**src/rtl/regPkg.sv**
```systemverilog
// shared sizes and types of the register file; widths follow from the counts, keep counts powers of two
package regPkg;

	// ============================================================
	// sizes
	// ============================================================

	// one register word is a full 128-bit operand
	localparam int dataWidth = 128;
	// architectural registers, register 0 reads as zero
	localparam int regCount = 32;
	// operating levels, each one owns a private stack pointer
	localparam int levelCount = 4;
	// the register number that is banked per level
	localparam int spIndex = 31;

	// ============================================================
	// types
	// ============================================================

	// register number as it appears in issue and writeback traffic
	typedef logic [$clog2(regCount)-1:0] regAddr;
	// register value
	typedef logic [dataWidth-1:0] regWord;
	// current operating level
	typedef logic [$clog2(levelCount)-1:0] levelSel;
	// base-cycle phase, high is the lane 0 write slot and low the lane 1 slot
	typedef logic phaseT;

endpackage

```
**src/rtl/wbLaneIf.sv**
```systemverilog
// one buffered writeback lane; commit is only valid for a single clk2x edge and is never held
`timescale 1ns/1ps

interface wbLaneIf;
	import regPkg::*;

	// ============================================================
	// lane signals
	// ============================================================

	// the lane buffer holds an entry that is not yet in the array
	logic pending;
	// destination register of the held entry
	regAddr addr;
	// result value of the held entry
	regWord data;
	// the held entry is written on this edge
	logic commit;

	// ============================================================
	// views
	// ============================================================

	// the buffer owns the entry and learns when it has been written
	modport collector (
		output pending,
		output addr,
		output data,
		input commit
	);

	// control only needs occupancy to schedule the write slot
	modport control (
		input pending,
		output commit
	);

	// the array uses pending for bypass and commit for the write
	modport regfile (
		input pending,
		input addr,
		input data,
		input commit
	);

endinterface
```
**src/rtl/pipeControl.sv**
```systemverilog
// phase, level and issue control; phase restarts high after reset so lane 0 owns the first slot
`timescale 1ns/1ps

module pipeControl (
	input logic clk2x,
	input logic rstN,
	wbLaneIf.control lane0,
	wbLaneIf.control lane1,
	input logic issueValid,
	output logic issueReady,
	output logic issueFire,
	input logic opValid,
	input logic opReady,
	input logic levelValid,
	input regPkg::levelSel level,
	output logic levelReady,
	output regPkg::levelSel curLevel,
	output regPkg::phaseT phase
);
	import regPkg::*;

	// ============================================================
	// base-cycle phase
	// ============================================================

	// two clk2x cycles form one base cycle, high is the lane 0 slot
	always_ff @(posedge clk2x or negedge rstN) begin
		if (!rstN)
			phase <= 1'b1;
		else
			phase <= ~phase;
	end

	// a slot only turns into a write when its lane has something buffered
	assign lane0.commit = phase & lane0.pending;
	assign lane1.commit = ~phase & lane1.pending;

	// ============================================================
	// operating level
	// ============================================================

	// a pending stack pointer write must land in the bank it was meant
	// for, so the level waits until both buffers have drained
	assign levelReady = ~lane0.pending & ~lane1.pending;

	always_ff @(posedge clk2x or negedge rstN) begin
		if (!rstN)
			curLevel <= '0;
		else if (levelValid && levelReady)
			curLevel <= level;
	end

	// ============================================================
	// issue acceptance
	// ============================================================

	// the operand stage has room when it is empty or is emptied on this edge
	assign issueReady = ~opValid | opReady;
	// the datapath captures its read pair when this is high
	assign issueFire = issueValid & issueReady;

endmodule

```
**src/flat_wrapper.sv**
```systemverilog
// flat-port wrapper written by rule: the top's interface ports become plain ports
module pipeControl_flat import regPkg::*;
  (clk2x, rstN, issueValid, issueReady, issueFire, opValid, opReady, levelValid, level, levelReady, curLevel, phase, lane0_pending, lane0_commit, lane1_pending, lane1_commit);
  wbLaneIf lane0_i ();
  wbLaneIf lane1_i ();
  input logic clk2x;
  input logic rstN;
  input logic issueValid;
  output logic issueReady;
  output logic issueFire;
  input logic opValid;
  input logic opReady;
  input logic levelValid;
  input regPkg::levelSel level;
  output logic levelReady;
  output regPkg::levelSel curLevel;
  output regPkg::phaseT phase;
  input wire logic [$bits(lane0_i.pending)-1:0] lane0_pending;
  output wire logic [$bits(lane0_i.commit)-1:0] lane0_commit;
  input wire logic [$bits(lane1_i.pending)-1:0] lane1_pending;
  output wire logic [$bits(lane1_i.commit)-1:0] lane1_commit;
  assign lane0_i.pending = lane0_pending;
  assign lane0_commit = lane0_i.commit;
  assign lane1_i.pending = lane1_pending;
  assign lane1_commit = lane1_i.commit;
  pipeControl u_core (.clk2x(clk2x), .rstN(rstN), .lane0(lane0_i), .lane1(lane1_i), .issueValid(issueValid), .issueReady(issueReady), .issueFire(issueFire), .opValid(opValid), .opReady(opReady), .levelValid(levelValid), .level(level), .levelReady(levelReady), .curLevel(curLevel), .phase(phase));
endmodule
```
**config.mk**
```make
export PLATFORM = sky130hd
export DESIGN_NAME = pipeControl_flat
export DESIGN_NICKNAME = d
export VERILOG_FILES = /design/src/rtl/regPkg.sv /design/src/rtl/wbLaneIf.sv /design/src/rtl/pipeControl.sv /design/src/flat_wrapper.sv
export SDC_FILE = /design/constraint.sdc
export NUM_CORES = 1
export LEC_CHECK = 0
export ABC_AREA = 0
export ABC_CLOCK_PERIOD_IN_PS = 800
export BUFFER_PORTS_ARGS = -buffer_cell sky130_fd_sc_hd__buf_2
export CORE_AREA = 3 3 40 42
export DETAILED_ROUTE_END_ITERATION = 8
export DIE_AREA = 0 0 43 45
export SKIP_LAST_GASP = 1
export SLEW_MARGIN = 0
export SYNTH_ARGS = -nofsm -noshare
export SYNTH_HDL_FRONTEND = slang
export SYNTH_SLANG_ARGS = --single-unit
```
**constraint.sdc**
```tcl
create_clock -name clk2x -period 0.8 [get_ports clk2x]
set_input_delay 0.12 -clock clk2x [delete_from_list [all_inputs] [get_ports clk2x]]
set_output_delay 0.12 -clock clk2x [all_outputs]
set_load 0.02 [all_outputs]
```
Yosys cells after proc, flatten, opt, wreduce, memory -nomap -nowiden
Cells that the tools add are included.
{"block": "word_totals", "reg_bits": 3, "in_bits": 10, "output_inout_bits": 8, "wordCells": 12}
{"block": "op_classes", "n_bitwise": 9, "reduce_logical": 1}
{"operator": "1-bit bitwise AND", "n": 4}
{"operator": "1-bit inverter", "n": 4}
{"operator": "1-bit logical AND", "n": 1}
{"operator": "1-bit OR", "n": 1}

Depth between registers and ports, before layout
Gate-level depths: netlist of the first run.
{"block": "logic_depth", "depth_word": 3, "mapped_depth": 2, "depth_no_buf": 2}

Least setup slack after synthesis of the first run
Ideal clock, no wire load.
{"block": "synth_path", "kind": "register to output", "startpoint": "register u_core.phase", "endpoint": "output lane0_commit", "arrival_ps": 799, "slack_ps": -119, "path_stages_with_launch": 2, "path_buffers": 0, "cell_sequence": "dfstp_2 > and2_2"}
{"block": "synth_via", "elab_chain_len": 1}
{"item": "start: declaration", "line_no": "pipeControl.sv:18", "text": "output regPkg::phaseT phase"}
{"item": "start signal: assignment", "line_no": "pipeControl.sv:31", "text": "phase <= ~phase;"}
{"item": "1-bit bitwise AND", "line_no": "pipeControl.sv:35", "text": "assign lane0.commit = phase & lane0.pending;"}
{"item": "end: declaration", "line_no": "flat_wrapper.sv:19", "text": "output wire logic [$bits(lane0_i.commit)-1:0] lane0_commit;"}
Every way passes these cells.

Worst setup path in the final report of the first run
Same ends and word-level chain as after synthesis.

==> metrics, run 1 <==
DRC=0; post-synthesis net count=22; status=complete, but fails checks; Placed Cells=47; Reg2Reg Setup Slack=0.02 ns; number of register bits inferred by synthesis=3; Switching Power=0.1645 mW; TritonCTS buffer count=3; H-tree Lvls=1; FMAX=882.9 MHz; post-CTS setup buffers=0; global route total overflow=0; clock-pin slew on the worst setup and hold paths=0.04 ns; worst-path fanout max=4; clock power share=0.418; register area share after synthesis=0.5259; CP endpoint=lane0_commit; Clock Skews=0 ns; Routed Wire Length=532 um; Worst-Skew Late Latency=0.23 ns; worst path cell trace=and2_4 > buf_6; Max Cap Viol=0; RSZ-0062 raised after global routing=yes; Global Route Usage Sum=0.06177; startpoint types=register; Multi-input gate area=66.31 um^2; switching part of the total=0.2617; Int Power=0.4641 mW; largest net degree at the start of global routing=5; clk root buf=clkbuf_4; Fill cells=150; fin crit period=1.133 ns; R2R Path Start=u_core.curLevel[0]; initial antenna violation count=0; area of the core=0.001285 mm^2; Critical Path Slowest Stage Cell=dfstp_2; Die Area=0.001935 mm^2; Worst path depth=2; Final Setup Violations=5; peak supply drop=0.3903 mV; YS warnings=0; via density per instance=3.481; Cell Rows=13; ratio of cells with drive above 1 in the final layout=0.8108; DP Worst Slack=-0.1518 ns; Final #Nets=48; first-pass GRT wire length=731 um; Yosys cell types=10; CTS tree=done; Max clock buf depth=2; commonest non-fill, non-tap cells in the layout=13 x buf_2, 4 x buf_6, 3 x clkbuf_4, 3 x buf_4; ant diodes=0; initial core utilization=0.1130; vias in the first global route=171; FF/Latch Area=78.83 um^2; Leakage=0.1744 nW; Pwr Density=1868 mW/mm^2; Finished Layout Cells=52; RD Place Congestion=0.7492; Reg-to-Reg End=u_core.curLevel[0]; slack of the critical path=-0.3327 ns; via count=181; top cell family by delay on the critical path=flip-flops; Setup CP Type=reg2out; DP HPWL=458 um; Final period util=1.416; Sequential Power Share=0.301; Die Span X=43 um; failing checks=negative setup slack; final hold violations=0; power share of the combinational group=0.282; Setup crit start=u_core.phase; I/O Pins=18; Crit path required time=0.68 ns; CP Capture Type=output pin; TritonCTS Sinks=3; worst reg2reg path depth=1; Slew @ Worst Pin=0.2046 ns; Avg Cell Area, Syn=12.09 um^2; post-DR wirelength/cell=10.23 um; Slew HR=0.8630; Final Max Slew Viols=0; area of the mapped netlist=145.1 um^2; Worst path max stage delay=0.54 ns; Post-Synthesis Cells=12; data arrival time of the worst path=1.01 ns; Worst Hold Class=in2reg; layout overhead on the synthesized area=131.9%; commonest non-fill, non-tap cell in the layout=buf_2; Iter 0 DRT Violations=0; die height=45 um; antenna viol nets, final=0; IO buf count=17; DRT Pass-1 Iters=1; Worst Path Buf+Inv=1
layer usage:
metal / global-route usage / part of all wire / vias to the layer above
li1: - / - / 90
met1: 0.06311 / 0.37 / 73
met2: 0.05988 / 0.34 / 18
met3: 0.06375 / 0.29 / 0
met4: 0.07229 / 0 / 0
met5: 0 / 0 / -
cell usage after synthesis:
| master | count | area (um^2) |
|---|---|---|
| dfrtp_1 | 2 | 50.05 |
| mux2_2 | 2 | 22.52 |
| and2_1 | 1 | 6.260 |
| and2_2 | 1 | 7.510 |
| dfstp_2 | 1 | 26.28 |
| inv_1 | 1 | 3.750 |
| nand2b_1 | 1 | 6.260 |
| nor2_1 | 1 | 3.750 |
| nor2b_1 | 1 | 6.260 |
| nor3b_2 | 1 | 12.51 |
area by class of cell:
cell class              count  share of cell area
inverters                   1             0.01115
repair buffers             21              0.4238
well taps                  15             0.05576
flip-flops and latches      3              0.2342
multi-input cells           8              0.1970
clock buffers               4             0.07807
power groups by stage:
stage	Clock [mW]	Sequential, mW	Combinational [mW]
6_report	0.263	0.189	0.177
5_1_grt	0.280	0.192	0.188
4_1_cts	0.283	0.190	0.174
3_5_place_dp	0	0.186	0.144
3_3_place_gp	0	0.185	0.144
2_1_floorplan	0	0.211	0.0461
cells by family (layout without fill, tap and decap cells):
logic type	Yosys count	in the layout	share of synthesized area
simple gates	6	6	0.2932
flops	3	3	0.5259
mux	2	2	0.1552
buf+inv	1	26	0.02584
sequential cells by signal (all words and copies together) (netlist names):
signal,cells
u_core.curLevel,2
u_core.phase,1
metrics by stage:
stage / hold WS [ns] / utilization / TNS (ns) / power [mW] / instance area (um^2)
global route: 0.1244 / 0.2619 / -1.152 / 0.6590 / 336.6
detailed placement: -0.08099 / 0.2142 / -0.4970 / 0.3304 / 275.3
CTS: 0.1132 / 0.2571 / -1.113 / 0.6460 / 330.3
finish: 0.1231 / 0.2619 / -1.029 / 0.6286 / 336.6
global placement: -0.08190 / 0.2142 / -0.4436 / 0.3290 / 275.3
floorplan: -0.1756 / - / -0.1614 / 0.2572 / 148.9
worst min path at each step:
stage / start / end / slack [ns] / cells past startpoint
after floorplan: rstN / u_core.curLevel[0] / -0.18 / 0
after global placement: rstN / u_core.curLevel[1] / -0.08 / 1
after detailed placement: rstN / u_core.curLevel[1] / -0.08 / 1
after CTS: level[1] / u_core.curLevel[1] / 0.11 / 2
after global routing: level[1] / u_core.curLevel[1] / 0.12 / 2
final: level[1] / u_core.curLevel[1] / 0.12 / 2
what timing repair did:
item / 4_1_cts / 5_1_grt
gates resized for setup: 6 / 2
setup endpoints to repair: 5 / 6
endpoints found under the hold margin: 3 / 0
hold buffers: 1 / 0
pin swaps: 1 / 0
No activity file was read; power rests on OpenSTA's default activity.
==> run 2: changes to the inputs <==
--- a/config.mk
+++ b/config.mk
@@ -6,11 +6,12 @@
 export NUM_CORES = 1
 export LEC_CHECK = 0
 export ABC_AREA = 0
-export ABC_CLOCK_PERIOD_IN_PS = 800
+export ABC_CLOCK_PERIOD_IN_PS = 1100
 export BUFFER_PORTS_ARGS = -buffer_cell sky130_fd_sc_hd__buf_2
 export CORE_AREA = 3 3 40 42
 export DETAILED_ROUTE_END_ITERATION = 8
 export DIE_AREA = 0 0 43 45
+export REMOVE_ABC_BUFFERS = 1
 export SKIP_LAST_GASP = 1
 export SLEW_MARGIN = 0
 export SYNTH_ARGS = -nofsm -noshare
==> constraint.sdc (replaced) <==
create_clock -name clk2x -period 1.1 [get_ports clk2x]
set_input_delay 0.165 -clock clk2x [delete_from_list [all_inputs] [get_ports clk2x]]
set_output_delay 0.165 -clock clk2x [all_outputs]
set_load 0.02 [all_outputs]
==> run 2 against run 1 <==
Effect of this change:
- the run still ends with negative setup slack left
- worst hold slack gained 0.047 ns
- register-to-register slack gained 0.34 ns
- die area is the same
- critical endpoint unchanged
- largest cell class unchanged
- largest power group unchanged
==> metrics, run 2 (synthesis gave the netlist of run 1 again) <==
Die Area=0.001935 mm^2 (unchanged); DRC=0 (unchanged); Reg with most FFs=u_core.curLevel (unchanged); Final period util=1.063; Final Setup Violations=2 (was 5); Die Span X=43 um (unchanged); RD Place Congestion=0.7146 (was 0.7492); ratio of cells with drive above 1 in the final layout=0.7353 (was 0.8108); Int Power=0.3090 mW (was 0.4641 mW); Worst-Skew Late Latency=0.23 ns (about the same); via density per instance=3.245 (was 3.481); Crit path required time=0.94 ns (was 0.68 ns); Worst path max stage delay=0.54 ns (about the same); overall power after layout=0.4203 mW (was 0.6286 mW); clock-pin slew on the worst setup and hold paths=0.04 ns (about the same); peak supply drop=0.2634 mV (was 0.3903 mV); Sequential Power Share=0.311 (was 0.301); layout overhead on the synthesized area=101.7% (was 131.9%); I/O Pins=18 (unchanged); DP Worst Slack=0.1081 ns (was -0.1518 ns); startpoint types=register (unchanged); global route total overflow=0 (unchanged); Fill cells=141 (was 150); setup tns final=-0.09204 ns (was -1.029 ns); clock power share=0.451 (was 0.418); Critical Path Slowest Stage Cell=dfstp_2 (unchanged); antenna viol nets, final=0 (unchanged); vias in the first global route=152 (was 171); RSZ-0062 raised after global routing=yes (unchanged); failing checks=negative setup slack (unchanged); die height=45 um (unchanged); via count=159 (was 181); TritonCTS Sinks=3 (unchanged); first-pass GRT wire length=621 um (was 731 um); TritonCTS buffer count=3 (unchanged); area of the core=0.001285 mm^2 (unchanged); Slew HR=0.8805 (was 0.8630); final hold violations=0 (unchanged); Leakage=0.1567 nW (was 0.1744 nW); status=complete, but fails checks (unchanged); Final Max Slew Viols=0 (unchanged); power share of the combinational group=0.239 (was 0.282); IO buf count=17 (unchanged); top cell family by delay on the critical path=flip-flops (unchanged); Worst Path Buf+Inv=1 (unchanged); switching part of the total=0.2649 (was 0.2617); Regs by FF count=u_core.curLevel: 2 flops, u_core.phase: 1 flops (unchanged); worst path cell trace=and2_4 > buf_6 (unchanged); ant diodes=0 (unchanged); commonest non-fill, non-tap cell in the layout=buf_2 (unchanged); Switching Power=0.1113 mW (was 0.1645 mW); DRT Pass-1 Iters=1 (unchanged); Worst Hold Class=in2reg (unchanged); CTS tree=done (unchanged); Pwr Density=1436 mW/mm^2 (was 1868 mW/mm^2); Global Route Usage Sum=0.05338 (was 0.06177); fin crit period=1.170 ns; data arrival time of the worst path=1.00 ns (was 1.01 ns); CP Capture Type=output pin (unchanged); Setup CP Type=reg2out (unchanged); Max clock buf depth=2 (unchanged); H-tree Lvls=1 (unchanged); max reg flops=2 (unchanged); worst-path fanout max=4 (unchanged); initial antenna violation count=0 (unchanged); Iter 0 DRT Violations=0 (unchanged); post-DR wirelength/cell=9.286 um (was 10.23 um); largest net degree at the start of global routing=5 (unchanged); initial core utilization=0.1130 (unchanged); Max Cap Viol=0 (unchanged); clk root buf=clkbuf_4 (unchanged); slack of the critical path=-0.06980 ns (was -0.3327 ns); commonest non-fill, non-tap cells in the layout=16 x buf_2, 3 x clkbuf_4, 2 x mux2_2, 2 x dfrtp_1 (was 13 x buf_2, 4 x buf_6, 3 x clkbuf_4, 3 x buf_4); Final #Nets=45 (was 48); FMAX=854.9 MHz; Clock Skews=0 ns (unchanged); Routed Wire Length=455 um (was 532 um); Slew @ Worst Pin=0.1784 ns (was 0.2046 ns); Cell Rows=13 (unchanged)
## run 2: changes by cell type in the layout (fill, tap and decap cells not counted)
cell | before | now
buf_2 | 13 | 16
buf_4 | 3 | 0
buf_6 | 4 | 1
dfrtp_1 | 0 | 2
dfrtp_2 | 2 | 0
## run 2: layout make-up
type	instances	area (um^2)	area share
Tap cell	15	18.77	0.06410
Multi-Input combinational cell	8	66.31	0.2265
Sequential cell	3	76.32	0.2607
Timing Repair Buffer	18	101.3	0.3462
Inverter	1	3.754	0.01282
Clock buffer	4	26.28	0.08974
## run 2: timing repair
| action | in CTS | in global routing |
|---|---|---|
| buffers inserted | 0 | 0 |
| hold endpoints to repair | 3 | 0 |
| resized for setup | 3 | 0 |
| hold buffers | 1 | 0 |
| endpoints found under the setup margin | 3 | 3 |
## run 2: path summary, 6_finish.rpt
path | from | end | slack [ns] | depth (start not counted)
setup / recovery | u_core.phase | lane0_commit | -0.07 | 2
hold / removal | level[0] | u_core.curLevel[0] | 0.17 | 2
setup reg to reg | u_core.curLevel[1] | u_core.curLevel[1] | 0.36 | 1
hold reg to reg | u_core.phase | u_core.phase | 0.45 | 1
max in group asynchronous | rstN | u_core.phase | 0.64 | 2
min in group asynchronous | rstN | u_core.curLevel[0] | 0.26 | 2
## run 2: per-stage QoR
| step | cells | area (um^2) | hold WS [ns] | utilization |
|---|---|---|---|---|
| after CTS | 49 | 292.8 | 0.1633 | 0.2278 |
| after floorplan | 12 | 145.1 | -0.1306 | - |
| after detailed placement | 44 | 249.0 | -0.03491 | 0.1938 |
| after global placement | 44 | 249.0 | -0.03649 | 0.1938 |
| after global routing | 49 | 292.8 | 0.1818 | 0.2278 |
| final | 49 | 292.8 | 0.1701 | 0.2278 |
## run 2: per-layer routing
metal / share of wire / wire, um / up-vias / track usage
met2: 0.30 / 137 / 18 / 0.05389
li1: - / - / 83 / -
met5: 0 / 0 / - / 0
met4: 0 / 0 / 0 / 0.05422
met3: 0.24 / 111 / 0 / 0.04382
met1: 0.45 / 206 / 58 / 0.06295
## run 2: power by group through the flow
stage	combinational [mW]	sequential, mW	clock, mW
final	0.100	0.131	0.189
after CTS	0.103	0.131	0.202
after detailed placement	0.0962	0.132	0
after floorplan	0.0324	0.151	0
after global placement	0.0952	0.132	0
after global routing	0.108	0.132	0.204
==> run 3: changes to the inputs <==
--- a/config.mk
+++ b/config.mk
@@ -7,10 +7,10 @@
 export LEC_CHECK = 0
 export ABC_AREA = 0
 export ABC_CLOCK_PERIOD_IN_PS = 1100
-export BUFFER_PORTS_ARGS = -buffer_cell sky130_fd_sc_hd__buf_2
 export CORE_AREA = 3 3 40 42
 export DETAILED_ROUTE_END_ITERATION = 8
 export DIE_AREA = 0 0 43 45
+export DONT_BUFFER_PORTS = 1
 export REMOVE_ABC_BUFFERS = 1
 export SKIP_LAST_GASP = 1
 export SLEW_MARGIN = 0
==> run 3 against run 2 <==
Effect of this change:
- final area is 24% lower
- clock skew stayed put
- largest cell class is now registers
- largest power group unchanged
- count of clock-buffer cells in the layout stayed put
- register-to-register slack worse by 0.11 ns
- via count is 18% lower
- fmax is 3.3% higher
- critical endpoint is now lane1_commit
- highest routed layer unchanged
- the run still ends with negative setup slack left
- sequential share of layout area is 8.0 points higher
- core utilization is 5.4 points lower
- non-clock buffer count is 14 lower
==> metrics, run 3 (synthesis gave the netlist of run 1 again) <==
status=complete, but fails checks (unchanged); failing checks=negative setup slack (unchanged); Die Span X=43 um (unchanged); largest net degree at the start of global routing=4 (was 5); Clock Skews=0 ns (unchanged); hold depth=1 (was 2); Final Max Slew Viols=0 (unchanged); Max clock buf depth=2 (unchanged); ratio of cells with drive above 1 in the final layout=0.5500 (was 0.7353); commonest non-fill, non-tap cells in the layout=3 x clkbuf_4, 3 x buf_4, 2 x mux2_2, 2 x dfrtp_1 (was 16 x buf_2, 3 x clkbuf_4, 2 x mux2_2, 2 x dfrtp_1); FMAX=883.5 MHz (was 854.9 MHz); fin crit period=1.132 ns (was 1.170 ns); die height=45 um (unchanged); Slew HR=0.7481 (was 0.8805); Reg with most FFs=u_core.curLevel (unchanged); post-DR wirelength/cell=14.43 um (was 9.286 um); worst min-delay path startpoint=level[0] (unchanged); setup tns final=-0.03870 ns (was -0.09204 ns); worst reg2reg path depth=1 (unchanged); global-route track usage on met3=0.05976 (was 0.04382); global route total overflow=0 (unchanged); Cell Rows=13 (unchanged); Crit path required time=0.94 ns (about the same); layout overhead on the synthesized area=54.31% (was 101.7%); R2R Path Start=u_core.curLevel[1] (unchanged); initial core utilization=0.1130 (unchanged); I/O Pins=18 (unchanged); clk root buf=clkbuf_4 (unchanged); startpoint types=register (unchanged); Worst Hold Class=in2reg (unchanged); worst hold endpoint=u_core.curLevel[0] (unchanged); H-tree Lvls=1 (unchanged); Regs by FF count=u_core.curLevel: 2 flops, u_core.phase: 1 flops (unchanged); Final period util=1.029 (was 1.063); overall power after layout=0.3943 mW (was 0.4203 mW); Slew @ Worst Pin=0.3765 ns (was 0.1784 ns); DP Worst Slack=0.2110 ns (was 0.1081 ns); worst-path fanout max=3 (was 4); initial antenna violation count=0 (unchanged); Worst path max stage delay=0.54 ns (about the same); CTS tree=done (unchanged); met1 GRT Util=0.06010 (was 0.06295); busiest grt layer=met4 (was met1); Routed Wire Length=505 um (was 455 um); vias in the first global route=153 (was 152); slack of the critical path=-0.03190 ns (was -0.06980 ns); DRT Pass-1 Iters=2 (was 1); Worst-Skew Late Latency=0.24 ns (was 0.23 ns); GR Util met2=0.06886 (was 0.05389); via count=131 (was 159); TritonCTS Sinks=3 (unchanged); Setup CP Type=reg2out (unchanged); clock-pin slew on the worst setup and hold paths=0.04 ns (about the same); worst path cell trace=nor2b_1 > buf_4 (was and2_4 > buf_6); IO buf count=0 (was 17); max reg flops=2 (unchanged); Leakage=0.1011 nW (was 0.1567 nW); Iter 0 DRT Violations=1 (was 0); Final #Nets=31 (was 45); Global Route Usage Sum=0.06240 (was 0.05338); TritonCTS buffer count=3 (unchanged); Final Setup Violations=2 (unchanged); area of the core=0.001285 mm^2 (unchanged); Critical Path Slowest Stage Cell=dfstp_2 (unchanged); Reg-to-Reg End=u_core.curLevel[1] (unchanged); Fill cells=133 (was 141); peak supply drop=0.1461 mV (was 0.2634 mV); post-layout utilization of the core=0.1743 (was 0.2278); RD Place Congestion=0.7058 (was 0.7146); Die Area=0.001935 mm^2 (unchanged); Reg2Reg Setup Slack=0.25 ns (was 0.36 ns); first-pass GRT wire length=683 um (was 621 um); data arrival time of the worst path=0.97 ns (was 1.00 ns); antenna viol nets, final=0 (unchanged); via density per instance=3.743 (was 3.245); Max Cap Viol=0 (unchanged); RSZ-0062 raised after global routing=yes (unchanged); Pwr Density=1761 mW/mm^2 (was 1436 mW/mm^2); final hold violations=0 (unchanged); DRC=0 (unchanged); CP Capture Type=output pin (unchanged); ant diodes=0 (unchanged)
[run 3: changes by cell type in the layout (fill, tap and decap cells not counted), sizes merged]
cell,change
buf,-14
[run 3: per-layer routing]
layer / up-vias / wire length, um
met5: - / 0
met4: 0 / 0
met3: 0 / 100
met2: 18 / 194
met1: 59 / 209
li1: 54 / -
[run 3: how the worst max path moves through the flow]
stage	startpoint	endpoint	slack, ns	cells after the start
floorplan	u_core.phase	lane0_commit	0.14	1
global placement	u_core.phase	lane0_commit	0.22	1
detailed placement	u_core.phase	lane0_commit	0.21	1
CTS	u_core.phase	lane0_commit	-0.04	1
global route	u_core.phase	lane1_commit	-0.06	2
finish	u_core.phase	lane1_commit	-0.03	2
[run 3: area by class of cell]
class / count / area [um^2] / area share
Clock buffer: 4 / 26.28 / 0.1173
Tap cell: 15 / 18.77 / 0.08380
Sequential cell: 3 / 76.32 / 0.3408
Inverter: 1 / 3.754 / 0.01676
Timing Repair Buffer: 4 / 32.53 / 0.1453
Multi-Input combinational cell: 8 / 66.31 / 0.2961
[run 3: critical path: cells and delay by family, from the launching register on]
family / cells / cell delay (ns)
buffers and inverters: 1 / 0.15
flip-flops: 1 / 0.54
AND/OR/NAND/NOR: 1 / 0.05
[run 3: timing repair]
item | 4_1_cts | 5_1_grt
setup buffers | 0 | 0
hold endpoints to repair | 3 | 0
resized for setup | 0 | 1
gates cloned | 0 | 0
pin swaps | 0 | 0
setup endpoints to repair | 2 | 3
hold buffers | 1 | 0
[run 3: power breakdown]
part           switching (mW)  total [mW]  internal, mW
Clock                  0.0627       0.199         0.136
Sequential             0.0267       0.152         0.125
Combinational          0.0209      0.0436        0.0226
[run 3: metrics by stage]
step / hold slack, ns / cell area, um^2 / cells
5_1_grt: 0.07272 / 224.0 / 35
2_1_floorplan: -0.1306 / 145.1 / 12
3_3_place_gp: -0.1305 / 186.4 / 30
6_report: 0.07700 / 224.0 / 35
4_1_cts: 0.07563 / 222.7 / 35
3_5_place_dp: -0.1305 / 186.4 / 30
